**src/source/valu_pkg.sv**
```systemverilog
`default_nettype none

package valu_pkg;

	// Operand and result width, fixed by the instruction encoding
	localparam int DATA_W = 64;

	// Bit 0 is the MSB, lane 0 sits at the left
	typedef logic [0:DATA_W-1] vec_t;

	// Major opcodes, instruction bits 0:5
	typedef enum logic [5:0] {
		LOAD      = 6'b100000,
		STORE     = 6'b100001,
		BRANCH_EZ = 6'b100010,
		BRANCH_NZ = 6'b100011,
		R_ALU     = 6'b101010,
		NOP       = 6'b111100
	} op_code_e;

	// R-type function codes, instruction bits 26:31
	// Shift, divide and square codes only decode, to a zero result
	typedef enum logic [5:0] {
		VNOP = 6'd0, VAND = 6'd1, VOR = 6'd2, VXOR = 6'd3, VNOT = 6'd4,
		VMOV = 6'd5, VADD = 6'd6, VSUB = 6'd7, VMULEU = 6'd8, VMULOU = 6'd9,
		VSLL = 6'd10, VSRL = 6'd11, VSRA = 6'd12, VRTTH = 6'd13, VDIV = 6'd14,
		VMOD = 6'd15, VSQEU = 6'd16, VSQOU = 6'd17, VSQRT = 6'd18
	} r_func_e;

	// Lane width, WW field
	typedef enum logic [1:0] {
		W8  = 2'b00,
		W16 = 2'b01,
		W32 = 2'b10,
		W64 = 2'b11
	} lane_w_e;

	// Which execution unit supplies the result
	typedef enum logic [1:0] {
		UNIT_LOGIC  = 2'd0,
		UNIT_ADDSUB = 2'd1,
		UNIT_MUL    = 2'd2,
		UNIT_ZERO   = 2'd3
	} unit_sel_e;

	// Incoming request, 142 bits
	typedef struct packed {
		op_code_e op_code;
		r_func_e  r_func;
		lane_w_e  lane_w;
		vec_t     ra;
		vec_t     rb;
	} valu_req_t;

	// Registered bundle from the controller
	typedef struct packed {
		unit_sel_e unit;
		r_func_e   r_func;
		lane_w_e   lane_w;
		vec_t      ra;
		vec_t      rb;
	} valu_issue_t;

endpackage

`default_nettype wire

```
**src/source/valu_ctrl.sv**
```systemverilog
`default_nettype none

module valu_ctrl
	import valu_pkg::*;
(
	input  logic        clk,
	input  logic        rst,
	input  logic        req_valid,
	input  valu_req_t   req,
	output logic        issue_valid,
	output valu_issue_t issue
);

	unit_sel_e dec_unit;
	logic      accept;

	// Only R-type ALU requests go down the pipe
	assign accept = req_valid && (req.op_code == R_ALU);

	// Function code to execution unit
	always_comb begin
		case (req.r_func)
			VAND, VOR, VXOR, VNOT, VMOV, VRTTH: dec_unit = UNIT_LOGIC;
			VADD, VSUB:                         dec_unit = UNIT_ADDSUB;
			VMULEU, VMULOU:                     dec_unit = UNIT_MUL;
			// VNOP, dropped and unknown codes
			default:                            dec_unit = UNIT_ZERO;
		endcase
	end

	// Valid strobe
	always_ff @(posedge clk) begin
		if (rst) begin
			issue_valid <= 1'b0;
		end else begin
			issue_valid <= accept;
		end
	end

	// Bundle only loads on an accepted request
	always_ff @(posedge clk) begin
		if (accept) begin
			issue.unit   <= dec_unit;
			issue.r_func <= req.r_func;
			issue.lane_w <= req.lane_w;
			issue.ra     <= req.ra;
			issue.rb     <= req.rb;
		end
	end

endmodule

`default_nettype wire

```
**config.mk**
```make
export PLATFORM = sky130hd
export DESIGN_NAME = valu_ctrl
export DESIGN_NICKNAME = d
export VERILOG_FILES = /design/src/source/valu_pkg.sv /design/src/source/valu_ctrl.sv
export SDC_FILE = /design/constraint.sdc
export NUM_CORES = 1
export LEC_CHECK = 0
export ABC_CLOCK_PERIOD_IN_PS = 17900
export BUFFER_PORTS_ARGS = -buffer_cell sky130_fd_sc_hd__clkbuf_2
export CAP_MARGIN = 0
export CORE_AREA = 2 2 110 112
export DETAILED_ROUTE_END_ITERATION = 10
export DIE_AREA = 0 0 112 114
export PLACE_DENSITY = 0.76
export SYNTH_ARGS = -nofsm -noshare
export SYNTH_HDL_FRONTEND = slang
export SYNTH_SLANG_ARGS = --single-unit
```
**constraint.sdc**
```tcl
create_clock -name clk -period 17.9 [get_ports clk]
set_clock_uncertainty 0.2 [all_clocks]
set_input_delay 3.58 -clock clk [delete_from_list [all_inputs] [get_ports clk]]
set_output_delay 3.58 -clock clk [all_outputs]
set_load 0.05 [all_outputs]
```
* Word level (Yosys, flattened, before mapping)
Memory sizes are Yosys's and may differ from the RTL's. A register that Yosys moved wholly into a read port is not among the register bits.
Cells that the tools add are included.
** Operators by class
- Equal/unequal tests :: 1
- Reduce and logical (&&, ||, !) cells :: 3
** Operator list (count)
- $eq A6 B6 Y1 const B :: 1
- $logic_not A2 Y1 :: 1
- $logic_and A1 B1 Y1 :: 1
- $logic_not A1 Y1 :: 1
** Word-level totals
- Register bits :: 137
- Bits in read-only memories :: 32
- Output and inout bits :: 139
- Logic and storage cells :: 10
- Memories :: 1
** Memory list
- (no name shown) :: depth 16, width 2, rd ports 1, clocked after Yosys merged registers in 1, write ports 0, RTL line valu_ctrl.sv:22 : case (req.r_func)

* Depth between registers and ports, before layout
- Depth in word-level cells :: 2
- Depth in mapped cells :: 3

* Least setup slack after synthesis
OpenSTA, ideal clock, no wires.
- Path kind :: input -> register
- Start :: input port req[140] (netlist name)
- End :: register issue_valid
- Setup time :: 0.100 ns
- Arrival :: 12.052 ns
- Setup slack :: 5.548 ns
- Cell stages on the path :: 3
- Path buffers :: 0
- Cells stage by stage :: nand4b_1 nor4b_2 and2b_2
** Between the ends
- Word-level cells in the longest chain between the ends :: 2
** Ends and longest elaborated chain
- start, declared :: RTL line valu_ctrl.sv:9 : input valu_req_t req,
- $eq A6 B6 Y1 :: RTL line valu_ctrl.sv:18 : assign accept = req_valid && (req.op_code == R_ALU);
- $logic_and A1 B1 Y1 :: RTL line valu_ctrl.sv:18
- net accept :: RTL line valu_ctrl.sv:15 : logic accept;
- end signal, assigned :: RTL line valu_ctrl.sv:36 : issue_valid <= accept;
- end, declared :: RTL line valu_ctrl.sv:10 : output logic issue_valid,
The timed path passes the listed nets, and every way through them passes these cells.
A chain may end at the register's enable or synchronous reset.

* Worst setup path after layout
- Start :: input port req[140] (netlist name)
- End :: register issue[62] (netlist name), enable pin
** Between the ends
- Word-level cells in the longest chain between the ends :: 2
** Ends and longest elaborated chain
- $eq A6 B6 Y1 :: RTL line valu_ctrl.sv:18
- $logic_and A1 B1 Y1 :: RTL line valu_ctrl.sv:18
- net accept :: RTL line valu_ctrl.sv:15
- end, declared :: RTL line valu_ctrl.sv:11 : output valu_issue_t issue
The timed path passes the listed nets, and every way through them passes these cells.

==> impl_metrics.yaml <==
timing:
  final.min_clock_period_ns: 5.05
  rsz0062_at_grt: "false"
  hold_viol: 0
  setup_slack_ns: 12.85
  finalCritPeriodShare: 0.282
  tns_ns: 0
  slew_viol_final: 0
  worst_hold_slack_ns: 3.15
  worst_slew_pin_slew_ns: 0.874
  setup_viol: 0
  slew_headroom: 0.417
  fmax_mhz: 198
die:
  die-area_um2: 12800
  coreArea_um2: 11700
  fp-row-count: 40
  dieWidth_um: 112
  io-pin-count: 284
  start_util: 0.363
  die_h_um: 114
power_and_ir_drop:
  total_power_mw: 0.737
  p_per_area_nw_per_um2: 114
  ir_drop_uv: 52.4
  power_leakage_nw: 2.76
clock_network:
  path_clk_slew_ns: 0.06
  hold_buffers: 0
  cts_tree: "built"
  cts_resized: 0
  cts_buffers: 17
  cts_setup_buffers: 0
  clock-sinks: 139
  htreeDepth: 4
  clockRootBuffer: "clkbuf_16"
  clockBufferDepth: 2
grt:
  grt_start_max_net_pins: 73
  grt_pass1_wl_mm: 14.0
  grt_pass1_vias: 2639
  grt_overflow: 0
  antenna_found_initial: 1
  grt_util_all_layers: 0.148
placement:
  dp_cells: 585
  pre_cts_slack_ns: 12.42
  hpwl_mm: 7.37
  port_buffers: 283
  gp_congestion: 0.708
  placed_area_um2: 5880
drt:
  wl_per_cell_um: 15.5
  drt_iter0_drc: 155
  wl_mm: 9.60
  antenna_left: 0
  drc: 0
  drt_first_pass_iters: 4
  via_per_inst: 4.24
  vias: 2621
yosys:
  synth_area_per_cell_um2: 27.8
  synth-seq-cells: 139
  ys_seq_area_frac: 0.979
  ys_warn_count: 0
  synthDominantCellAreaShare: 0.974
  synth_top_cells_by_area: "edfxtp_1 97%, dfxtp_1 0.47%, nor4b_2 0.35%"
  netlist_instances: 153
  syn_nets: 298
  syn_area_um2: 4250
  synth_top_cell_by_area: "edfxtp_1"
  ys_types: 13
layout:
  n_fill_cell: 935
  fin_area_um2: 6480
  fin_nets: 602
  stdcell_count: 618
  final_cell_mix: "283 x clkbuf_2, 138 x edfxtp_1, 17 x clkbuf_16"
  drive_gt1_frac: 0.677
  fin_util: 0.553
  ff_latch_area_um2: 4160
  multi_input_area_um2: 95.1
  final_common_cell: "clkbuf_2"
  area_growth_pct: 52.3
critical_path:
  start_kind: "input pin"
  end_kind: "register"
  worstPathRequired_ns: 17.72
  criticalPathCategory: "input pin to register"
  crit_arrival_ns: 4.88
  crit_fanout: 72
flow_run:
  drv_cap: 0
hold_path:
  min_path_type: "input pin to register"
run_status:
  status: "completed"
cells by family after synthesis:
group                  count (synthesis)  share of synthesized area
AO/OA/AOI/OAI                          4                    0.00500
flip-flops                           139                      0.979
XOR/XNOR                               1                    0.00206
AND/OR/NAND/NOR                        8                     0.0132
buffers and inverters                  1                   0.000882
Yosys cell counts:
cell type / instances
nor4b_2: 1
o21ai_0: 2
edfxtp_1: 138
nor4_1: 1
and2b_2: 1
xnor2_1: 1
inv_1: 1
nand4b_1: 1
dfxtp_1: 1
nor2_1: 3
a31oi_1: 1
nand2b_1: 1
a21oi_1: 1
worst max-delay path: stages:
cell      delay [ns]
clkbuf_2        0.08
nand4b_1        0.20
nor4b_4         0.25
buf_4           0.72
final cells by class:
type                       instances  area share
timing repair buffer             285       0.221
clock buffer                      17      0.0656
clock inverter                    15      0.0268
antenna                            1    0.000386
sequential                       139       0.643
multi-input combinational         13      0.0147
tap                              147      0.0284
inverter                           1    0.000579
layer usage:
layer	share of wire	GRT usage	up-vias
met5	0	0	-
met4	0.013	0.0610	0
met3	0.11	0.0707	10
met2	0.50	0.241	168
met1	0.38	0.170	1212
li1	-	-	1231
state kept, by name (all words and copies together), names as in the netlist:
name         count
issue          138
issue_valid      1
worst paths after layout:
kind,start,end,cells after the start
setup / recovery,req[140],issue[62]$_DFFE_PP_,4
hold / removal,req[19],issue[19]$_DFFE_PP_,1
power by group:
part	switching [mW]	internal [mW]
clock network	0.131	0.219
registers	0.000545	0.360
logic	0.0140	0.0128
Power figures use the tool's default switching activity.
