`src/source/valu_pkg.sv`:
```
`default_nettype none

package valu_pkg;

	// Operand and result width, fixed by the instruction encoding
	localparam int DATA_W = 64;

	// Bit 0 is the MSB, lane 0 sits at the left
	typedef logic [0:DATA_W-1] vec_t;

	// Major opcodes, instruction bits 0:5
	typedef enum logic [5:0] {
		LOAD      = 6'b100000,
		STORE     = 6'b100001,
		BRANCH_EZ = 6'b100010,
		BRANCH_NZ = 6'b100011,
		R_ALU     = 6'b101010,
		NOP       = 6'b111100
	} op_code_e;

	// R-type function codes, instruction bits 26:31
	// Shift, divide and square codes only decode, to a zero result
	typedef enum logic [5:0] {
		VNOP = 6'd0, VAND = 6'd1, VOR = 6'd2, VXOR = 6'd3, VNOT = 6'd4,
		VMOV = 6'd5, VADD = 6'd6, VSUB = 6'd7, VMULEU = 6'd8, VMULOU = 6'd9,
		VSLL = 6'd10, VSRL = 6'd11, VSRA = 6'd12, VRTTH = 6'd13, VDIV = 6'd14,
		VMOD = 6'd15, VSQEU = 6'd16, VSQOU = 6'd17, VSQRT = 6'd18
	} r_func_e;

	// Lane width, WW field
	typedef enum logic [1:0] {
		W8  = 2'b00,
		W16 = 2'b01,
		W32 = 2'b10,
		W64 = 2'b11
	} lane_w_e;

	// Which execution unit supplies the result
	typedef enum logic [1:0] {
		UNIT_LOGIC  = 2'd0,
		UNIT_ADDSUB = 2'd1,
		UNIT_MUL    = 2'd2,
		UNIT_ZERO   = 2'd3
	} unit_sel_e;

	// Incoming request, 142 bits
	typedef struct packed {
		op_code_e op_code;
		r_func_e  r_func;
		lane_w_e  lane_w;
		vec_t     ra;
		vec_t     rb;
	} valu_req_t;

	// Registered bundle from the controller
	typedef struct packed {
		unit_sel_e unit;
		r_func_e   r_func;
		lane_w_e   lane_w;
		vec_t      ra;
		vec_t      rb;
	} valu_issue_t;

endpackage

`default_nettype wire

```
`src/source/valu_logic_unit.sv`:
```
`default_nettype none

module valu_logic_unit
	import valu_pkg::*;
(
	input  valu_issue_t issue,
	output vec_t        logic_res
);

	logic [5:0] half_w;
	vec_t       rtth;

	// Half a lane in bits, 4 for W8 up to 32 for W64
	assign half_w = 6'd4 << issue.lane_w;

	// Lanes are aligned, so flipping the half bit of the index swaps the halves
	always_comb begin
		for (int b = 0; b < DATA_W; b++) begin
			rtth[b] = issue.ra[b ^ int'(half_w)];
		end
	end

	always_comb begin
		case (issue.r_func)
			VAND:    logic_res = issue.ra & issue.rb;
			VOR:     logic_res = issue.ra | issue.rb;
			VXOR:    logic_res = issue.ra ^ issue.rb;
			// Single operand ops use ra only
			VNOT:    logic_res = ~issue.ra;
			VMOV:    logic_res = issue.ra;
			VRTTH:   logic_res = rtth;
			default: logic_res = '0;
		endcase
	end

endmodule

`default_nettype wire

```
`config.mk`:
```
export PLATFORM = sky130hd
export DESIGN_NAME = valu_logic_unit
export DESIGN_NICKNAME = d
export VERILOG_FILES = /design/src/source/valu_pkg.sv /design/src/source/valu_logic_unit.sv
export SDC_FILE = /design/constraint.sdc
export NUM_CORES = 1
export LEC_CHECK = 0
export BUFFER_PORTS_ARGS = -buffer_cell sky130_fd_sc_hd__buf_2
export CAP_MARGIN = 20
export CORE_UTILIZATION = 50
export DETAILED_ROUTE_END_ITERATION = 10
export PLACE_DENSITY = 0.9
export SYNTH_ARGS = -nofsm -noshare
export SYNTH_HDL_FRONTEND = slang
export SYNTH_SLANG_ARGS = --single-unit
```
`constraint.sdc`:
```
create_clock -name vclk -period 3.73
set_input_delay 0.5595 -clock vclk [all_inputs]
set_output_delay 0.5595 -clock vclk [all_outputs]
set_load 0.02 [all_outputs]
```
**Yosys cells after proc, flatten, opt, wreduce, memory -nomap -nowiden**

Index checks and enable logic that the tools add are counted.

- Register bits: 0
- Output and inout port bits: 64
- Word-level logic and storage cells: 395

- $lt $le $gt $ge: 64
- Eq/ne operators: 6
- Shift-type cells: 1
- Muxes and demuxes: 193
- Bitwise logic cells: 131

Operators by type and width:

| kind | count |
|---|---|
| $ge 32x7->1 const B | 64 |
| $not 6->32 | 64 |
| $bmux 1 s6 | 64 |
| $pmux 64 s6 | 1 |
| $mux 1 | 128 |
| $and 64x64->64 | 1 |
| $not 64->64 | 1 |
| $or 64x64->64 | 1 |
| $xor 64x64->64 | 1 |
| $not 3->3 | 20 |
| $not 4->4 | 15 |
| $not 2->2 | 15 |
| $not 5->5 | 6 |
| $eq 6x2->1 const B | 2 |
| $eq 6x3->1 const B | 2 |
| $eq 6x1->1 const B | 1 |
| $eq 6x4->1 const B | 1 |
| $not 1->1 | 6 |
| $not 6->6 | 1 |
| $shl 3x2->6 const A | 1 |

**Depth between registers and ports, before layout**

- Depth in word-level cells: 7
- Depth in mapped cells: 7

**Least setup slack after synthesis**

OpenSTA, ideal clock, no wires.

- Path kind: input to output
- From: input port issue[128] (netlist bit)
- To: output port logic_res[53]
- Arrival time: 2.037 ns
- Required time: 3.171 ns
- Path slack: 1.133 ns
- Stages on the path: 5
- Cells stage by stage: buf_2 -> buf_2 -> buf_2 -> mux4_2 -> a221o_1

- Cells in the longest elaborated chain, start to end: 7

Ends and longest elaborated chain:

| element | line | text |
|---|---|---|
| from (decl) | valu_logic_unit.sv:6 | `input valu_issue_t issue,` |
| $shl 3x2->6 (*) | valu_logic_unit.sv:14 | `assign half_w = 6'd4 << issue.lane_w;` |
| $not 2->2 (no line) | n/a |  |
| $not 6->32 (not written as such) (*) | valu_logic_unit.sv:19 | `rtth[b] = issue.ra[b ^ int'(half_w)];` |
| $bmux 1 s6 (*) | valu_logic_unit.sv:19 |  |
| $mux 1 (not written as such) (*) (2 in a row) | valu_logic_unit.sv:19 |  |
| $pmux 64 s6 (*) | valu_logic_unit.sv:24 | `case (issue.r_func)` |
| to (decl) | valu_logic_unit.sv:7 | `output vec_t logic_res` |

Every way passes the cells marked *; elsewhere a longest branch is shown, timed or not. The select of a mux whose other input is x is not followed.

**Worst setup path in the final report**

- From: input port issue[131] (netlist bit)
- To: output port logic_res[31]

- Cells in the longest elaborated chain, start to end: 2
- Elaborated cells on any way between the ends: 7
- Those cells by class: eq/ne: 6; mux: 1

Ends and longest elaborated chain:

| element | line |
|---|---|
| $eq 6x4->1 (tied with other cells) | valu_logic_unit.sv:24 |
| $pmux 64 s6 (*) | valu_logic_unit.sv:24 |

Every way passes the cells marked *; elsewhere a longest branch is shown, timed or not.

==> impl_metrics.ini <==
[synthesis]
synth.area.top_cells = ha_1 26%, mux4_2 23%, inv_1 7.8%, a22oi_1 7.4%, o211ai_1 5.0%
synthTopCellsByCount = 128 x ha_1, 128 x inv_1, 64 x mux4_2
ys_warn_count = 0
yosysSeqAreaShare_pct = 0
synth_cell_types = 33
yosysTopAreaCell = ha_1
syn_avg_cell_area_um2 = 8.53
synth_fp_nets = 987
synth_top_area_share_pct = 26.0
netlist_area_um2 = 6150
syn_inst = 721

[drt]
routedWlPerCell_um = 18.6
top_layer_used = met4
m1WireLength_mm = 8.01
first_pass_iters = 5
via_per_inst = 6.31
wl_met3_mm = 1.53
wl_met2_mm = 8.90
ant_nets = 0
drc_errors = 0
drtIter0Drc = 554
routed_wl_mm = 19.0
vias = 6457

[cells_and_area]
multi_input_area_um2 = 5380
seq_cells = 0
fillers = 1046
seq_area_um2 = 0
clock_buffers = 0
area_delta_synth_final_pct = 17.5
fin_cells = 1023
drive_above_1_share_pct = 33.4
final_nets = 1143
fin_util_pct = 60.2

[setup_path]
crit_path_max_incr_delay_ps = 510
cp.required_ps = 3170
crit_top_cell = buf_2
crit_type = in -> out
cpMaxStageDelayCell = and3_1
crit_buf_inv = 4
cp_max_fo = 24
worstPathArrival_ps = 2420
start_kind = input port
crit_family = buffers and inverters
crit_path_cell_trace = buf_2 > nor2b_2 > buf_4 > and3_1 > buf_12 > a22oi_1 > o211ai_1 > buf_2
end_kind = primary output

[timing]
slew_violations = 0
clock.fmax_mhz = 335
min_period_ps = 2980
min_period_over_period_pct = 80.0
rsz0062_at_grt = no
final.setup.tns_ps = 0
relSlewSlack_pct = 58.6
setup_viol = 0
tightest_slew_ps = 621
hold_viol_final = 0

[pwr]
internal-power_uw = 312
clockPowerShare_pct = 0
power.leakage_nw = 3.75
seqPwrFrac_pct = 0
p_switching_uw = 371
switching_share_pct = 54.3
vdd_drop_max_uv = 54.2
pwr-share-comb_pct = 100.0
p_per_area_nw_per_um2 = 94.5

[grt]
grt_max_degree = 65
grt_first_pass_wirelength_mm = 29.9
grt_usage_pct = 29.0
antenna_found_initial = 1
grt_pass1_vias = 5731
grt.overflow.total = 0

[floorplanning]
ioPinCount = 202
rows = 40
coreArea_um2 = 12000
start_util_pct = 51.2
die_w_um = 113
die_area_um2 = 12700
die_h_um = 113

[place]
hpwl_mm = 14.5
io_buffers = 200
routabilityCongestion = 0.897
dp_cells = 1022

[run_status]
status = finished, final reports clean

[job]
maxCapViolations = 0

[hold_path]
hold_path_class = in -> out

[clock_network]
cts_setup_buffers = 0
hold_buffers = 0
cts_resized = 0
## cell usage in the layout (no fill, tap or decap), types with 3 or more instances in the layout
cell type / n
a211o_1: 3
a21oi_1: 3
a221o_1: 19
a22oi_1: 61
a2bb2oi_1: 27
a32oi_1: 8
and2_1: 4
buf_12: 4
buf_2: 198
buf_4: 15
ha_1: 128
inv_1: 128
mux2_2: 7
mux4_2: 64
nand2_1: 51
nand2b_1: 17
nor2_1: 7
o211ai_1: 41
o21ai_0: 38
o22ai_1: 19
xor2_1: 23
## stage by stage
step	power, mW	hold WS, ps	area (um^2)	worst slack (ps)
floorplan	0.419	1310	6150	1130
global placement	0.654	1550	7230	788
detailed placement	0.675	1560	7230	769
CTS	0.679	1560	7230	765
global route	0.748	1590	7230	637
finish	0.683	1570	7230	746
## layer usage
metal	vias up	GRT usage [%]
met5	-	0
met4	0	8.33
met3	39	3.54
met2	331	47.9
met1	3093	40.0
li1	2994	-
## final cells by class
type               instances  area share [%]
multi-input cells        530            74.4
inverters                128            6.65
repair buffers           217            16.4
diodes                     1          0.0346
well taps                147            2.54
## final timing paths
path | to | slack [ps] | start | cells past startpoint
max | logic_res[31] | 750 | issue[131] | 8
min | logic_res[10] | 1570 | issue[74] | 3
## power by group through the flow
stage	clock [mW]	combinational, mW	sequential [mW]
detailed placement	0	0.675	0
floorplan	0	0.419	0
global placement	0	0.654	0
global route	0	0.748	0
finish	0.0000000358	0.683	0
CTS	0	0.679	0
## worst min-delay path: stages
cell and delay (ps):
buf_2 170, o211ai_1 110, buf_2 170
## logic make-up after synthesis
group,synth area share (%)
AOI/OAI and AO/OA,26.2
buffers and inverters,12.6
adders and majority gates,26.0
and+or+nand+nor,7.12
muxes,24.7
xor gates and xnor gates,3.27
No activity file was read; power rests on OpenSTA's default activity.
