`src/source/valu_pkg.sv`:
```
`default_nettype none

package valu_pkg;

	// Operand and result width, fixed by the instruction encoding
	localparam int DATA_W = 64;

	// Bit 0 is the MSB, lane 0 sits at the left
	typedef logic [0:DATA_W-1] vec_t;

	// Major opcodes, instruction bits 0:5
	typedef enum logic [5:0] {
		LOAD      = 6'b100000,
		STORE     = 6'b100001,
		BRANCH_EZ = 6'b100010,
		BRANCH_NZ = 6'b100011,
		R_ALU     = 6'b101010,
		NOP       = 6'b111100
	} op_code_e;

	// R-type function codes, instruction bits 26:31
	// Shift, divide and square codes only decode, to a zero result
	typedef enum logic [5:0] {
		VNOP = 6'd0, VAND = 6'd1, VOR = 6'd2, VXOR = 6'd3, VNOT = 6'd4,
		VMOV = 6'd5, VADD = 6'd6, VSUB = 6'd7, VMULEU = 6'd8, VMULOU = 6'd9,
		VSLL = 6'd10, VSRL = 6'd11, VSRA = 6'd12, VRTTH = 6'd13, VDIV = 6'd14,
		VMOD = 6'd15, VSQEU = 6'd16, VSQOU = 6'd17, VSQRT = 6'd18
	} r_func_e;

	// Lane width, WW field
	typedef enum logic [1:0] {
		W8  = 2'b00,
		W16 = 2'b01,
		W32 = 2'b10,
		W64 = 2'b11
	} lane_w_e;

	// Which execution unit supplies the result
	typedef enum logic [1:0] {
		UNIT_LOGIC  = 2'd0,
		UNIT_ADDSUB = 2'd1,
		UNIT_MUL    = 2'd2,
		UNIT_ZERO   = 2'd3
	} unit_sel_e;

	// Incoming request, 142 bits
	typedef struct packed {
		op_code_e op_code;
		r_func_e  r_func;
		lane_w_e  lane_w;
		vec_t     ra;
		vec_t     rb;
	} valu_req_t;

	// Registered bundle from the controller
	typedef struct packed {
		unit_sel_e unit;
		r_func_e   r_func;
		lane_w_e   lane_w;
		vec_t      ra;
		vec_t      rb;
	} valu_issue_t;

endpackage

`default_nettype wire

```
`src/source/valu_mul_unit.sv`:
```
`default_nettype none

module valu_mul_unit
	import valu_pkg::*;
(
	input  valu_issue_t issue,
	output vec_t        mul_res
);

	logic is_mul;
	logic odd;

	assign is_mul = (issue.r_func == VMULEU) || (issue.r_func == VMULOU);

	// 0 picks lanes 0,2,4..; 1 picks lanes 1,3,5..
	assign odd = (issue.r_func == VMULOU);

	// Product of lane pair p lands in the double-width slot p
	always_comb begin
		mul_res = '0;
		if (is_mul) begin
			case (issue.lane_w)
				W8: begin
					for (int p = 0; p < 4; p++) begin
						mul_res[p*16 +: 16] = 16'(issue.ra[(2*p + int'(odd))*8 +: 8])
							* 16'(issue.rb[(2*p + int'(odd))*8 +: 8]);
					end
				end
				W16: begin
					for (int p = 0; p < 2; p++) begin
						mul_res[p*32 +: 32] = 32'(issue.ra[(2*p + int'(odd))*16 +: 16])
							* 32'(issue.rb[(2*p + int'(odd))*16 +: 16]);
					end
				end
				W32: begin
					// One pair only
					mul_res = 64'(issue.ra[int'(odd)*32 +: 32])
						* 64'(issue.rb[int'(odd)*32 +: 32]);
				end
				// No 128 bit product, stays zero
				default: mul_res = '0;
			endcase
		end
	end

endmodule

`default_nettype wire

```
`config.mk`:
```
export PLATFORM = sky130hd
export DESIGN_NAME = valu_mul_unit
export DESIGN_NICKNAME = d
export VERILOG_FILES = /design/src/source/valu_pkg.sv /design/src/source/valu_mul_unit.sv
export SDC_FILE = /design/constraint.sdc
export NUM_CORES = 2
export LEC_CHECK = 0
export BUFFER_PORTS_ARGS = -buffer_cell sky130_fd_sc_hd__buf_4
export CAP_MARGIN = 10
export CORE_MARGIN = 2
export CORE_UTILIZATION = 40
export DETAILED_ROUTE_END_ITERATION = 8
export GPL_ROUTABILITY_DRIVEN = 0
export PLACE_DENSITY = 0.54
export SLEW_MARGIN = 5
export SYNTH_ARGS = -nofsm -noshare
export SYNTH_HDL_FRONTEND = slang
export SYNTH_SLANG_ARGS = --single-unit
```
`constraint.sdc`:
```
create_clock -name vclk -period 10.25
set_input_delay 0.5125 -clock vclk [all_inputs]
set_output_delay 0.5125 -clock vclk [all_outputs]
set_load 0.05 [all_outputs]
```
Word level (Yosys, flattened, before mapping)
Cells that the tools add are included.
Storage, ports and cells
  bits in registers: 0
  output and inout bits: 64
  logic and storage cells: 39
Cells by class
  $add $sub $neg: 3
  equal/unequal tests: 4
  shift operators: 14
  bitwise operators: 7
  reduce and logical (&&, ||, !) cells: 2
  multiply operators: 7
  muxes and demuxes: 2
Operator list (number)
  indexed part select 64 x 32 -> 65 bit: 14
  one-hot mux 64 bit (3 select lines): 1
  inverter 7 -> 32 bit: 3
  multiplier 16 x 16 -> 32 bit: 2
  multiplier 32 x 32 -> 64 bit: 1
  multiplier 8 x 8 -> 16 bit: 4
  two-way mux 64 bit: 1
  inverter 32 bit: 1
  inverter 4 -> 32 bit: 1
  inverter 5 -> 32 bit: 1
  inverter 6 -> 32 bit: 1
  == test 6 x 4 -> 1 bit, second input constant: 2
  adder 3 x 1 -> 4 bit, first input constant: 2
  adder 2 x 1 -> 3 bit, first input constant: 1
  == test 2 x 1 -> 1 bit, second input constant: 1
  == test 2 bit, second input constant: 1
  logical NOT 2 bit: 1
  logical OR 1 bit: 1

Longest topological paths before layout
  word-level depth: 7
  mapped depth: 35

Least setup slack after synthesis
OpenSTA, ideal clock, no wires.
  path kind: input to output
  start: in issue[135] (netlist bit)
  end: out mul_res[51]
  arrival time: 9606 ps
  path slack: 132 ps
  data required time: 9738 ps
  cell stages on the path: 31
  buffers on the path: 5
  path through: nor4_1 > and2_1 > nand2_1 > clkbuf_1 > clkbuf_1 > buf_1 > a21oi_1 > clkbuf_1 > nor2_1 > fa_1 > inv_1 > fa_1 > fa_1 > fa_1 > inv_1 > fa_1 > inv_1 > fa_1 > inv_1 > fa_1 > fa_1 > ha_1 > clkbuf_1 > nand4_1 > or4_4 > a21oi_2 > and4bb_4 > o31ai_1 > a31oi_1 > xor2_1 > a21oi_1
Between the ends
  word-level cells in the longest chain between the ends: 6
  elaborated cells between the ends (all ways): 17
Ends and longest elaborated chain
  start: declaration: line valu_mul_unit.sv:6  | input valu_issue_t issue,
  == test 6 x 4 -> 1 bit: line valu_mul_unit.sv:13, valu_mul_unit.sv:16
  inverter 6 -> 32 bit (implied by the code), or another cell as far along: line valu_mul_unit.sv:37, valu_mul_unit.sv:38
  indexed part select 64 x 32 -> 65 bit, or another cell as far along: line valu_mul_unit.sv:37  | mul_res = 64'(issue.ra[int'(odd)*32 +: 32])
  multiplier 32 x 32 -> 64 bit, or another cell as far along: line valu_mul_unit.sv:38  | * 64'(issue.rb[int'(odd)*32 +: 32]);
  one-hot mux 64 bit (3 select lines): line valu_mul_unit.sv:22  | case (issue.lane_w)
  two-way mux 64 bit *: line valu_mul_unit.sv:21  | if (is_mul) begin
  end: declaration: line valu_mul_unit.sv:7  | output vec_t mul_res
Mark *: on every way between the ends. The rest lies on a longest branch, timed or not.

Worst setup path in the final report
  start: in issue[135] (netlist bit)
  end: out mul_res[63]
Same word-level chain as after synthesis.

==> flow_metrics.env <==
export IMPL_layout_nets=10369
export IMPL_ys_warn_count=0
export IMPL_hold_slack_ns=1.61
export IMPL_slowest_stage="or4_4"
export IMPL_grt_max_degree=44
export IMPL_crit_fanout=9
export IMPL_clkbuf_count=0
export IMPL_dpl_hpwl_mm=228
export IMPL_netlist_area_leader_share=0.479
export IMPL_slew_viol_final=0
export IMPL_cp_common_cell="fa_1"
export IMPL_drt_wl_total_mm=259
export IMPL_worst_setup_path_end_kind="primary output"
export IMPL_syn_area_mm2=0.0597
export IMPL_die_area_mm2=0.152
export IMPL_area_growth_pct=19.9
export IMPL_multiInputGateArea_mm2=0.0538
export IMPL_avgRoutedWirePerCell_um=25.6
export IMPL_n_fill_cell=14444
export IMPL_fp_dieH_um=390
export IMPL_min_path_cells=5
export IMPL_worst_pin_slew_ns=1.26
export IMPL_coreArea_mm2=0.148
export IMPL_slowest_delay_ns=0.60
export IMPL_synthCells=7456
export IMPL_maxCapViolations=0
export IMPL_worstPathRequired_ns=9.74
export IMPL_ios=202
export IMPL_grt_total_usage=0.340
export IMPL_drtIter0Drc=5178
export IMPL_synth_area_per_cell_um2=8.01
export IMPL_route_detailed_drc=0
export IMPL_violations="negative setup slack"
export IMPL_fin_crit_sh=1.02
export IMPL_rsz0062_at_grt="yes"
export IMPL_start_util=0.404
export IMPL_min_delay_start="issue[129]"
export IMPL_drive_above_1_share=0.156
export IMPL_max_freq_ghz=0.0958
export IMPL_crit_type="in2out"
export IMPL_grt_ovfl_total=0
export IMPL_place_inst=10076
export IMPL_run_status="finished with violations"
export IMPL_postRouteAntennaNets=0
export IMPL_fin_crit_ns=10.43
export IMPL_antenna_found_initial=27
export IMPL_yosys_area_top_type="fa_1"
export IMPL_worst_slack_ns=-0.183
export IMPL_syn_nets=9637
export IMPL_ctsHoldBuffers=0
export IMPL_place_port_buffers=200
export IMPL_avgViaCountPerCell=5.48
export IMPL_grt_pass1_vias=57238
export IMPL_first_pass_iters=6
export IMPL_min_path_type="in2out"
export IMPL_fin_area_mm2=0.0716
export IMPL_place_area_mm2=0.0701
export IMPL_setup_violations=1
export IMPL_die_x_um=390
export IMPL_hold_violations=0
export IMPL_yosysSeqAreaShare=0
export IMPL_relSlewSlack=0.161
export IMPL_synth_cell_types=71
export IMPL_rows=141
export IMPL_critPathArrivalTime_ns=9.92
export IMPL_start_kind="primary input"
export IMPL_flops_and_latches=0
export IMPL_layoutNonFillerInstCount=10128
export IMPL_setup_worst_path_start="issue[135]"
export IMPL_synth_area_top_cells="fa_1 (48%), ha_1 (13%), inv_1 (9.8%), nand2_1 (9.1%), nor2_1 (5.9%)"
export IMPL_register_area_um2=0
export IMPL_grt_first_pass_wirelength_mm=377
export IMPL_dr_total_vias=55541
-- routing by layer --
metal	GRT usage	part of all wire	vias to the layer above
met5	0	0.00062	-
li1	-	-	23845
met4	0.214	0.082	26
met2	0.498	0.42	2933
met3	0.0906	0.11	684
met1	0.446	0.39	28053
-- repair_timing --
| action | 4_1_cts | 5_1_grt |
|---|---|---|
| pin swaps | 43 | 69 |
| setup buffers | 19 | 13 |
| endpoints found under the setup margin | 12 | 20 |
| endpoints found under the hold margin | 0 | 0 |
| resized for setup | 92 | 166 |
| gates cloned | 6 | 3 |
-- Yosys cell counts (22+ instances only) --
cell type / instances
and2_1: 74
ha_1: 615
o22ai_1: 24
a31oi_1: 27
o21a_1: 22
a21oi_1: 384
o21ai_0: 97
nor2_1: 939
fa_1: 1428
xnor2_1: 100
nor3_1: 28
a21o_1: 61
nand2b_1: 24
o21bai_1: 31
nand4_1: 29
nand2_1: 1441
clkbuf_1: 281
inv_1: 1555
nor2b_1: 25
xor2_1: 52
-- worst paths after layout --
kind / endpoint / slack, ns
worst max-delay path: mul_res[63] / -0.18
worst min-delay path: mul_res[51] / 1.61
-- worst max-delay path, delay by kind of cell --
kind | cells | cell delay, ns
compound gates | 3 | 0.70
fa+ha+maj | 9 | 4.47
buf+inv | 9 | 1.21
simple gates | 11 | 2.99
-- layout by cell type, fill, tap and decap left out, types with 26 or more instances in the layout --
cell type	count
nor3_1	26
xor2_1	52
and2_1	50
a21o_1	61
nand2_1	1421
nor2_2	48
fa_1	1397
nor2_1	880
fa_2	31
nand4_1	29
o21ai_0	88
o21bai_1	30
a21oi_1	332
buf_12	125
buf_4	886
ha_1	604
a21oi_2	38
xnor2_1	99
inv_1	1553
-- cells by family (layout without fill, tap and decap cells) --
family,after synthesis,after routing,share of synthesized area
and+or+nand+nor,2626,2628,0.175
adders and majority gates,2043,2043,0.607
buffers and inverters,1864,2592,0.117
AOI/OAI and AO/OA,758,758,0.0757
xor gates and xnor gates,152,152,0.0223
muxes,13,13,0.00218
other,0,12,0
-- per-stage QoR --
step / utilization / worst slack (ns) / TNS (ns)
global placement: 0.474 / -0.991 / -1.90
detailed placement: 0.474 / -0.998 / -1.92
CTS: 0.478 / -0.164 / -0.164
floorplan: - / 0.132 / 0
finish: 0.484 / -0.183 / -0.183
global route: 0.484 / -0.344 / -0.578
-- cell type report --
class	count	area share
diodes	12	0.000419
multi-input cells	5594	0.751
well taps	1930	0.0337
inverters	1555	0.0815
repair buffers	1037	0.134
Power is not shown: default switching activity piles up to over one toggle a cycle in this logic, so the estimate is an artifact.
