$ cat src/source/valu_pkg.sv
`default_nettype none

package valu_pkg;

	// Operand and result width, fixed by the instruction encoding
	localparam int DATA_W = 64;

	// Bit 0 is the MSB, lane 0 sits at the left
	typedef logic [0:DATA_W-1] vec_t;

	// Major opcodes, instruction bits 0:5
	typedef enum logic [5:0] {
		LOAD      = 6'b100000,
		STORE     = 6'b100001,
		BRANCH_EZ = 6'b100010,
		BRANCH_NZ = 6'b100011,
		R_ALU     = 6'b101010,
		NOP       = 6'b111100
	} op_code_e;

	// R-type function codes, instruction bits 26:31
	// Shift, divide and square codes only decode, to a zero result
	typedef enum logic [5:0] {
		VNOP = 6'd0, VAND = 6'd1, VOR = 6'd2, VXOR = 6'd3, VNOT = 6'd4,
		VMOV = 6'd5, VADD = 6'd6, VSUB = 6'd7, VMULEU = 6'd8, VMULOU = 6'd9,
		VSLL = 6'd10, VSRL = 6'd11, VSRA = 6'd12, VRTTH = 6'd13, VDIV = 6'd14,
		VMOD = 6'd15, VSQEU = 6'd16, VSQOU = 6'd17, VSQRT = 6'd18
	} r_func_e;

	// Lane width, WW field
	typedef enum logic [1:0] {
		W8  = 2'b00,
		W16 = 2'b01,
		W32 = 2'b10,
		W64 = 2'b11
	} lane_w_e;

	// Which execution unit supplies the result
	typedef enum logic [1:0] {
		UNIT_LOGIC  = 2'd0,
		UNIT_ADDSUB = 2'd1,
		UNIT_MUL    = 2'd2,
		UNIT_ZERO   = 2'd3
	} unit_sel_e;

	// Incoming request, 142 bits
	typedef struct packed {
		op_code_e op_code;
		r_func_e  r_func;
		lane_w_e  lane_w;
		vec_t     ra;
		vec_t     rb;
	} valu_req_t;

	// Registered bundle from the controller
	typedef struct packed {
		unit_sel_e unit;
		r_func_e   r_func;
		lane_w_e   lane_w;
		vec_t      ra;
		vec_t      rb;
	} valu_issue_t;

endpackage

`default_nettype wire

$ cat src/source/valu_addsub_unit.sv
`default_nettype none

module valu_addsub_unit
	import valu_pkg::*;
(
	input  valu_issue_t issue,
	output vec_t        addsub_res
);

	logic       is_sub;
	vec_t       b_op;
	logic [2:0] lane_mask;

	assign is_sub = (issue.r_func == VSUB);

	// Subtract is a plus the ones complement of b plus one per lane
	assign b_op = is_sub ? ~issue.rb : issue.rb;

	// Bytes per lane minus one, 0 for W8 up to 7 for W64
	assign lane_mask = 3'((4'd1 << issue.lane_w) - 4'd1);

	// Eight byte slices, carry ripples from slice 7 (LSB) toward slice 0
	always_comb begin
		logic       cin;
		logic [8:0] sum;
		cin = 1'b0;
		sum = '0;
		addsub_res = '0;
		for (int s = 7; s >= 0; s--) begin
			// Lowest byte of a lane, kill the carry from the lane to the right
			if ((3'(s + 1) & lane_mask) == 3'd0) begin
				cin = is_sub;
			end
			sum = {1'b0, issue.ra[s*8 +: 8]} + {1'b0, b_op[s*8 +: 8]} + 9'(cin);
			addsub_res[s*8 +: 8] = sum[7:0];
			cin = sum[8];
		end
	end

endmodule

`default_nettype wire

$ cat config.mk
export PLATFORM = sky130hd
export DESIGN_NAME = valu_addsub_unit
export DESIGN_NICKNAME = d
export VERILOG_FILES = /design/src/source/valu_pkg.sv /design/src/source/valu_addsub_unit.sv
export SDC_FILE = /design/constraint.sdc
export NUM_CORES = 1
export LEC_CHECK = 0
export BUFFER_PORTS_ARGS = -buffer_cell sky130_fd_sc_hd__buf_2
export CAP_MARGIN = 10
export CORE_ASPECT_RATIO = 0.8
export CORE_UTILIZATION = 46
export DETAILED_ROUTE_END_ITERATION = 8
export PLACE_DENSITY_LB_ADDON = 0.12
export SLEW_MARGIN = 20
export SYNTH_ARGS = -nofsm -noshare
export SYNTH_HDL_FRONTEND = slang
export SYNTH_SLANG_ARGS = --single-unit
$ cat constraint.sdc
create_clock -name vclk -period 20.3
set_clock_uncertainty 0.15 [all_clocks]
set_input_delay 4.06 -clock vclk [all_inputs]
set_output_delay 4.06 -clock vclk [all_outputs]
set_load 0.03 [all_outputs]
; ---- After elaboration in Yosys (flattened, before gate mapping)
; Index checks and enable logic that the tools add are counted.
[totals]
inputBits = 138
elab_cells = 35
ff_bits = 0
[op_classes]
n_eq_ne = 1
muxes = 8
shift = 1
n_addsub = 17
n_reduce_logical = 7
bitwise_logic = 1
[op_table]
columns = op, count
row1 = two-way mux 64 bit, 1
row2 = NOT 64 bit, 1
row3 = adder 8 x 8 -> 9 bit, 7
row4 = adder 9 x 1 -> 9 bit, 7
row5 = logical NOT 3 bit, 7
row6 = adder 8 x 1 -> 8 bit, 1
row7 = adder 8 bit, 1
row8 = two-way mux 1 bit, 7
row9 = "== test 6 x 3 -> 1 bit, second input constant", 1
row10 = "<< shifter 1 x 2 -> 3 bit, first input constant", 1
row11 = "subtractor 3 x 1 -> 3 bit, second input constant", 1

; ---- Logic depth before layout (Yosys ltp)
; Gate-level depths: netlist (run 1).
[depth]
word_depth = 18
depth_mapped = 60

; ---- Worst setup path after synthesis (run 1)
; Ideal clock, no wire load.
[synth_path]
path_type = input to output
startpoint = in issue[134] (netlist name)
endpoint = out addsub_res[62]
t_required_ns = 16.090
slack_ns = 0.755
n_path_buf = 2
cell_stages = 60
arrival_time_ns = 15.335
cell_sequence = and4bb_2 nand3b_2 buf_6 buf_6 xnor2_1 fa_1 a211oi_1 o21bai_1 a21oi_1 o21ai_0 o311ai_0 fa_1 fa_1 nor2b_1 o21a_1 o21ai_2 a21oi_1 a211oi_1 (+24 left out) a21o_1 a21oi_1 o21ai_0 a221oi_1 fa_1 fa_1 nor2b_1 o31a_1 nor4_2 nor2_1 o31ai_1 fa_1 fa_1 nor2b_4 o21ai_2 a21boi_2 or4b_1 nand3_1
[synth_via]
elab_chain_cells = 18
elab_cells_between_ends = 25
cone_classes = 16 x add/sub / 1 x eq/ne / 8 x mux
[synth_lines]
columns = element, line
row1 = "start, declared", valu_addsub_unit.sv:6  ; input valu_issue_t issue,
row2 = == test 6 x 3 -> 1 bit *, valu_addsub_unit.sv:14  ; assign is_sub = (issue.r_func == VSUB);
row3 = two-way mux 64 bit, valu_addsub_unit.sv:17  ; assign b_op = is_sub ? ~issue.rb : issue.rb;
row4 = adder 8 x 8 -> 9 bit, valu_addsub_unit.sv:34  ; sum = {1'b0, issue.ra[s*8 +: 8]} + {1'b0, b_op[s*8 +: 8]} + 9'(cin);
row5 = adder 9 x 1 -> 9 bit, valu_addsub_unit.sv:34
row6 = two-way mux 1 bit, valu_addsub_unit.sv:31  ; if ((3'(s + 1) & lane_mask) == 3'd0) begin
row7 = adder 9 x 1 -> 9 bit, valu_addsub_unit.sv:34
row8 = two-way mux 1 bit, valu_addsub_unit.sv:31
row9 = adder 9 x 1 -> 9 bit, valu_addsub_unit.sv:34
row10 = (+2 left out), --
row11 = two-way mux 1 bit, valu_addsub_unit.sv:31
row12 = adder 9 x 1 -> 9 bit, valu_addsub_unit.sv:34
row13 = two-way mux 1 bit, valu_addsub_unit.sv:31
row14 = adder 9 x 1 -> 9 bit, valu_addsub_unit.sv:34
row15 = two-way mux 1 bit, valu_addsub_unit.sv:31
row16 = adder 9 x 1 -> 9 bit, valu_addsub_unit.sv:34
row17 = two-way mux 1 bit, valu_addsub_unit.sv:31
row18 = adder 8 x 1 -> 8 bit *, valu_addsub_unit.sv:34
row19 = "end, declared", valu_addsub_unit.sv:7  ; output vec_t addsub_res
; Mark *: on every way between the ends. The rest lies on a longest branch, timed or not.

; ---- Final worst setup path (run 1)
[layout_path]
startpoint = in issue[135] (netlist name)
endpoint = out addsub_res[62]
; The elaborated chain is that of the path after synthesis.

==> reports/qor.yml, run 1 <==
outcome:
  status: "finished clean"
synthesis:
  synth_seq_area_share: 0
  syn_inst: 412
  avgSynthCellArea_um2: 8.063
  netlist_area_um2: 3322
  synth_cell_types: 42
  yosys_warnings: 0
  synthesis.nets: 620
global_routing:
  antenna_found_initial: 0
  overflow: 0
  grt_max_degree: 26
  grt_first_pass_wirelength_um: 14520
  grt_use_total: 0.2236
  grt_pass1_vias: 3347
drt:
  detailedRoute.firstPassIterationCount: 4
  drt-initial-drc-count: 114
  postRouteAntennaNets: 0
  vias: 3639
  routedWlPerCell_um: 12.91
  drc: 0
  viasPerCell: 5.097
  routed_wl_um: 9219
power:
  power_density_nw_per_um2: 45.28
  p_sw_frac: 0.6073
  leakage_nw: 2.345
  clkPwrFrac: 0
  p_sw_mw: 0.1286
  p_int_mw: 0.08315
  ir_drop_mv: 0.02954
  combPwrFrac: 1.000
  seq_power_share: 0
critical_path:
  cp_max_fo: 6
  critPathKind: "in2out"
  cp-end-kind: "output pin"
  cp-start-kind: "input port"
  crit_buf_inv: 3
  cpPeakStageDelay_ns: 0.44
  critical-path-slowest-cell: "fa_2"
  cp_common_cell: "fa_2"
  cpLargestDelayFamily: "adder cells"
  cp.arrival_ns: 15.62
  required_ns: 16.09
min_path:
  hold_path_class: "in2out"
  whs_path_depth: 3
  min-delay-start: "issue[64]"
  worst_hold_path.endpoint: "addsub_res[0]"
layout:
  nClkBuffers: 0
  postLayoutCoreUtil: 0.6752
  seq_cells: 0
  multiInputGateArea_um2: 3249
  final_common_cell: "buf_2"
  final_cell_mix: "buf_2 (198), xnor2_1 (82), ha_1 (54)"
  areaGrowthSynthToFinish_pct: 40.75
  layout-drive-gt1-share: 0.4258
  diodes: 0
  layout.nets: 837
  fillers: 641
  ff_latch_area_um2: 0
floorplanning:
  die-height_um: 78.01
  core.rowCount: 27
  start_util: 0.4797
  die_x_um: 97.01
  ios: 202
  core_um2: 6925
  dieArea_um2: 7568
placed_design:
  portBuffers: 200
  gp_congestion: 0.8831
  dp_hpwl_um: 8001
  dp_slack_ns: -0.2144
timing:
  fin_crit_sh: 0.9767
  max-slew-margin-rel: 0.5787
  hold_viol: 0
  fmax_ghz: 0.05043
  min_period_ns: 19.83
  slew_viol_final: 0
  worst_slack_ns: 0.4720
  final-setup-viol-count: 0
  max_slew.worst_pin.slew_ns: 0.6297
  rsz0062_at_grt: "yes"
run:
  maxCapViolations: 0
[per-stage QoR]
stage / instances / area, um2 / hold slack, ns / power [mW] / TNS [ns]
finish: 714 / 4676 / 8.325 / 0.2117 / 0
floorplan: 412 / 3322 / 8.142 / 0.1437 / 0
CTS: 705 / 4476 / 8.326 / 0.2039 / 0
global route: 714 / 4676 / 8.344 / 0.2280 / -0.05383
global placement: 705 / 4463 / 8.306 / 0.1996 / -0.01405
detailed placement: 705 / 4463 / 8.326 / 0.2027 / -0.2671
[layout make-up]
| class | instances | area share |
|---|---|---|
| inverter | 38 | 0.03051 |
| timing repair buffer | 222 | 0.2513 |
| multi-input combinational | 367 | 0.6949 |
| tap | 87 | 0.02328 |
[repair_timing]
item / CTS / global route
endpoints found under the setup margin: 2 / 7
gates resized for setup: 3 / 39
buffers inserted: 0 / 9
hold buffers: 0 / 0
pin swaps: 0 / 21
[metal layers]
| layer | vias up | routed length [um] | GRT usage |
|---|---|---|---|
| li1 | 1877 | - | - |
| met1 | 1624 | 3945 | 0.2810 |
| met2 | 128 | 4598 | 0.4254 |
| met3 | 10 | 563 | 0.02137 |
| met4 | 0 | 112 | 0.02537 |
| met5 | - | 0 | 0 |
[worst max path at each step]
stage | startpoint | endpoint | slack (ns) | depth (start not counted)
2_1_floorplan | issue[134] | addsub_res[62] | 0.76 | 60
3_3_place_gp | issue[134] | addsub_res[62] | -0.01 | 60
3_5_place_dp | issue[134] | addsub_res[62] | -0.21 | 60
4_1_cts | issue[134] | addsub_res[62] | 0.005 | 59
5_1_grt | issue[135] | addsub_res[62] | -0.05 | 60
6_report | issue[135] | addsub_res[62] | 0.47 | 60
[cell families (layout without fill, tap and decap cells)]
group	after synthesis	count (layout)	synth area share
AOI/OAI and AO/OA	112	112	0.2320
xor gates and xnor gates	100	100	0.2637
and+or+nand+nor	85	85	0.1412
adders and majority gates	70	70	0.2976
buffers and inverters	45	260	0.06554
[cell usage after synthesis]
library cell   n  area, um2
o211a_1        1      10.01
o22ai_1        1      6.260
a221o_1        1      10.01
a31oi_1        1      6.260
xor2_1        17      148.9
a21boi_2       1      11.26
a21o_1         4      30.03
buf_4          1      7.510
o31ai_1        4      30.03
nor2b_1       13      81.33
o211ai_1       6      45.04
a21boi_1       1      7.510
inv_1         38      142.6
nor2b_4        3      41.29
o21bai_1       2      15.01
a221oi_1       3      26.28
nor2_1        35      131.4
nor4_2         3      37.54
o31a_1        10      87.58
nand3_1        5      25.02
nand3b_1       5      37.54
o41ai_1        1      8.760
o21a_1        26      195.2
nor3_1         6      30.03
a211oi_1       2      15.01
nand3b_2       1      11.26
o311ai_0       1      8.760
xnor2_1       83      727.0
o21ai_2        3      26.28
o21ai_1        1      5.000
a22o_1         1      8.760
and4bb_2       1      12.51
fa_1          15      300.3
buf_6          6      67.56
o2111ai_1      2      17.52
or4b_1         1      10.01
nor3b_1        1      7.510
o21ai_0       21      105.1
a21oi_1       19      95.09
or3_1          1      6.260
ha_1          55      688.2
nand2_1       10      37.54
[tightest hold or removal path: stages]
cell	delay (ns)
buf_2	0.11
xor2_1	0.07
buf_2	0.17
[power groups by stage]
stage / Sequential, mW / Clock [mW] / Combinational [mW]
5_1_grt: 0 / 0 / 0.228
3_5_place_dp: 0 / 0 / 0.203
4_1_cts: 0 / 0 / 0.204
6_report: 0 / 0 / 0.212
3_3_place_gp: 0 / 0 / 0.200
2_1_floorplan: 0 / 0 / 0.144
Note: power is estimated with default switching activity, not from simulation.
==> inputs of run 2 (changes only) <==
--- a/config.mk
+++ b/config.mk
@@ -5,10 +5,11 @@
 export SDC_FILE = /design/constraint.sdc
 export NUM_CORES = 1
 export LEC_CHECK = 0
+export ABC_AREA = 1
 export BUFFER_PORTS_ARGS = -buffer_cell sky130_fd_sc_hd__buf_2
 export CAP_MARGIN = 10
 export CORE_ASPECT_RATIO = 0.8
-export CORE_UTILIZATION = 46
+export CORE_UTILIZATION = 51
 export DETAILED_ROUTE_END_ITERATION = 8
 export PLACE_DENSITY_LB_ADDON = 0.12
 export SLEW_MARGIN = 20
==> constraint.sdc (replaced) <==
create_clock -name vclk -period 25.1
set_clock_uncertainty 0.15 [all_clocks]
set_input_delay 5.02 -clock vclk [all_inputs]
set_output_delay 5.02 -clock vclk [all_outputs]
set_load 0.03 [all_outputs]
==> run 2 against run 1 <==
Compared with the run above: global-route usage increased by 1.9 points; count of clock-buffer cells in the layout unchanged; largest cell class unchanged; first-iteration DRC count decreased by 12%; largest power group unchanged; power decreased by 22%; synthesized cell count increased by 11%; cell count increased by 2.8%; highest routed layer unchanged; via count decreased by 0.22%; critical path depth decreased by 3; die area decreased by 3.4%; non-clock buffer count decreased by 21.
==> reports/qor.yml, run 2 <==
layout:
  ff_latch_area_um2: 0
  final_common_cell: "buf_2"
  fillers: 595
  diodes: 0
  layout.nets: 860
  stdcell_count: 734
  multiInputGateArea_um2: 3237
  seq_cells: 0
  final_cell_mix: "buf_2 (200), nand2_1 (84), inv_1 (57)"
  layout-drive-gt1-share: 0.3969
  nClkBuffers: 0
  areaGrowthSynthToFinish_pct: 29.14
global_routing:
  grt_max_degree: 37
  grt_pass1_vias: 3483
  grt_first_pass_wirelength_um: 14650
  grt_use_total: 0.2425
  antenna_found_initial: 0
  overflow: 0
timing:
  final-setup-viol-count: 0
  slew_viol_final: 0
  fin_crit_sh: 0.8987
  rsz0062_at_grt: "no"
  hold_viol: 0
  fmax_ghz: 0.04433
  setup_tns_ns: 0
  holdWs_ns: 10.28
  max_slew.worst_pin.slew_ns: 0.8330
  max-slew-margin-rel: 0.4447
  min_period_ns: 22.56
critical_path:
  cpPeakStageDelay_ns: 0.60
  required_ns: 19.93
  critPathLaunch: "issue[135]"
  cp-start-kind: "input port"
  critical-path-slowest-cell: "nand3_4"
  critPathKind: "in2out"
  cp_common_cell: "fa_1"
  cp.arrival_ns: 17.39
  cp-end-kind: "output pin"
  cp_max_fo: 33
placed_design:
  gp_congestion: 0.8796
  dp_hpwl_um: 8141
  dpl.cell_count: 734
  portBuffers: 200
drt:
  routedWlPerCell_um: 12.32
  routed_wl_um: 9046
  detailedRoute.firstPassIterationCount: 4
  postRouteAntennaNets: 0
  vias: 3631
  drc: 0
  viasPerCell: 4.947
  drt-initial-drc-count: 100
synthesis:
  yosysMostFrequentCell: "nand2_1"
  synthesis.nets: 664
  yosysTopAreaCellShare: 0.2013
  netlist_area_um2: 3555
  yosys_warnings: 0
  syn_inst: 456
  synth_seq_area_share: 0
  avgSynthCellArea_um2: 7.795
  synthTopCellsByArea: "xnor2_2 (20%), ha_1 (19%), nand2_1 (8.9%)"
  synth.largest_area_cell: "xnor2_2"
  synth_cell_types: 27
  synth_common_cells: "nand2_1 (84), inv_1 (57), ha_1 (55)"
floorplanning:
  start_util: 0.5409
  die-height_um: 76.67
  ios: 202
  core_um2: 6571
  core.rowCount: 26
  dieArea_um2: 7310
  die_x_um: 95.34
clocking:
  postCtsHoldBufs: 0
  post_cts_resized: 0
  post-cts-setup-buffer-count: 0
min_path:
  whs_path_depth: 4
  min-delay-start: "issue[64]"
  hold_path_class: "in2out"
outcome:
  status: "finished clean"
run:
  maxCapViolations: 0
power:
  ir_drop_mv: 0.02439
  finalPower_mw: 0.1645
  power_density_nw_per_um2: 35.83
  leakage_nw: 2.789
==> run 2: cell count changes after synthesis, moves of 26 or more <==
cell / before / now
nand2_1: 10 / 84
xnor2_1: 83 / 26
xnor2_2: 0 / 44
nand3_1: 5 / 33
nor2_1: 35 / 7
o21a_1: 26 / 0
==> run 2: cell type report <==
class	instances	share of cell area
multi-input combinational	385	0.7051
tap	84	0.02289
timing repair buffer	201	0.2197
inverter	64	0.05233
==> run 2: per-stage QoR <==
step / utilization / worst slack (ns) / instance area (um2)
floorplan: - / 4.579 / 3555
global placement: 0.6986 / 2.717 / 4591
detailed placement: 0.6986 / 2.452 / 4591
CTS: 0.6986 / 2.429 / 4591
global route: 0.6986 / 1.465 / 4591
finish: 0.6986 / 2.543 / 4591
==> run 2: final timing paths <==
path	slack, ns	end
max	2.54	addsub_res[62]
min	10.28	addsub_res[0]
==> run 2: layer usage <==
metal | vias up | share of wire | track usage
met5 | - | 0 | 0
met4 | 0 | 0.0094 | 0.02727
met3 | 8 | 0.076 | 0.03274
met2 | 129 | 0.50 | 0.4636
met1 | 1590 | 0.41 | 0.2889
li1 | 1904 | - | -
==> run 2: kinds of logic after synthesis <==
| logic type | Yosys count | share of synthesized area |
|---|---|---|
| AO/OA/AOI/OAI | 74 | 0.1140 |
| buffers and inverters | 71 | 0.09152 |
| XOR/XNOR | 104 | 0.3492 |
| adder cells (fa/ha/maj) | 70 | 0.2781 |
| AND/OR/NAND/NOR | 137 | 0.1672 |
==> run 2: where the power goes <==
part | internal, mW | switching [mW] | total [mW]
logic | 0.0583 | 0.106 | 0.164
registers | 0 | 0 | 0
clock network | 0 | 0 | 0
==> run 2: worst max-delay path: cells and delay by family <==
kind | cells | cell delay, ns
adders and majority gates | 15 | 6.04
and+or+nand+nor | 24 | 3.03
AOI/OAI and AO/OA | 14 | 2.37
xor gates and xnor gates | 1 | 0.52
buffers and inverters | 3 | 0.38
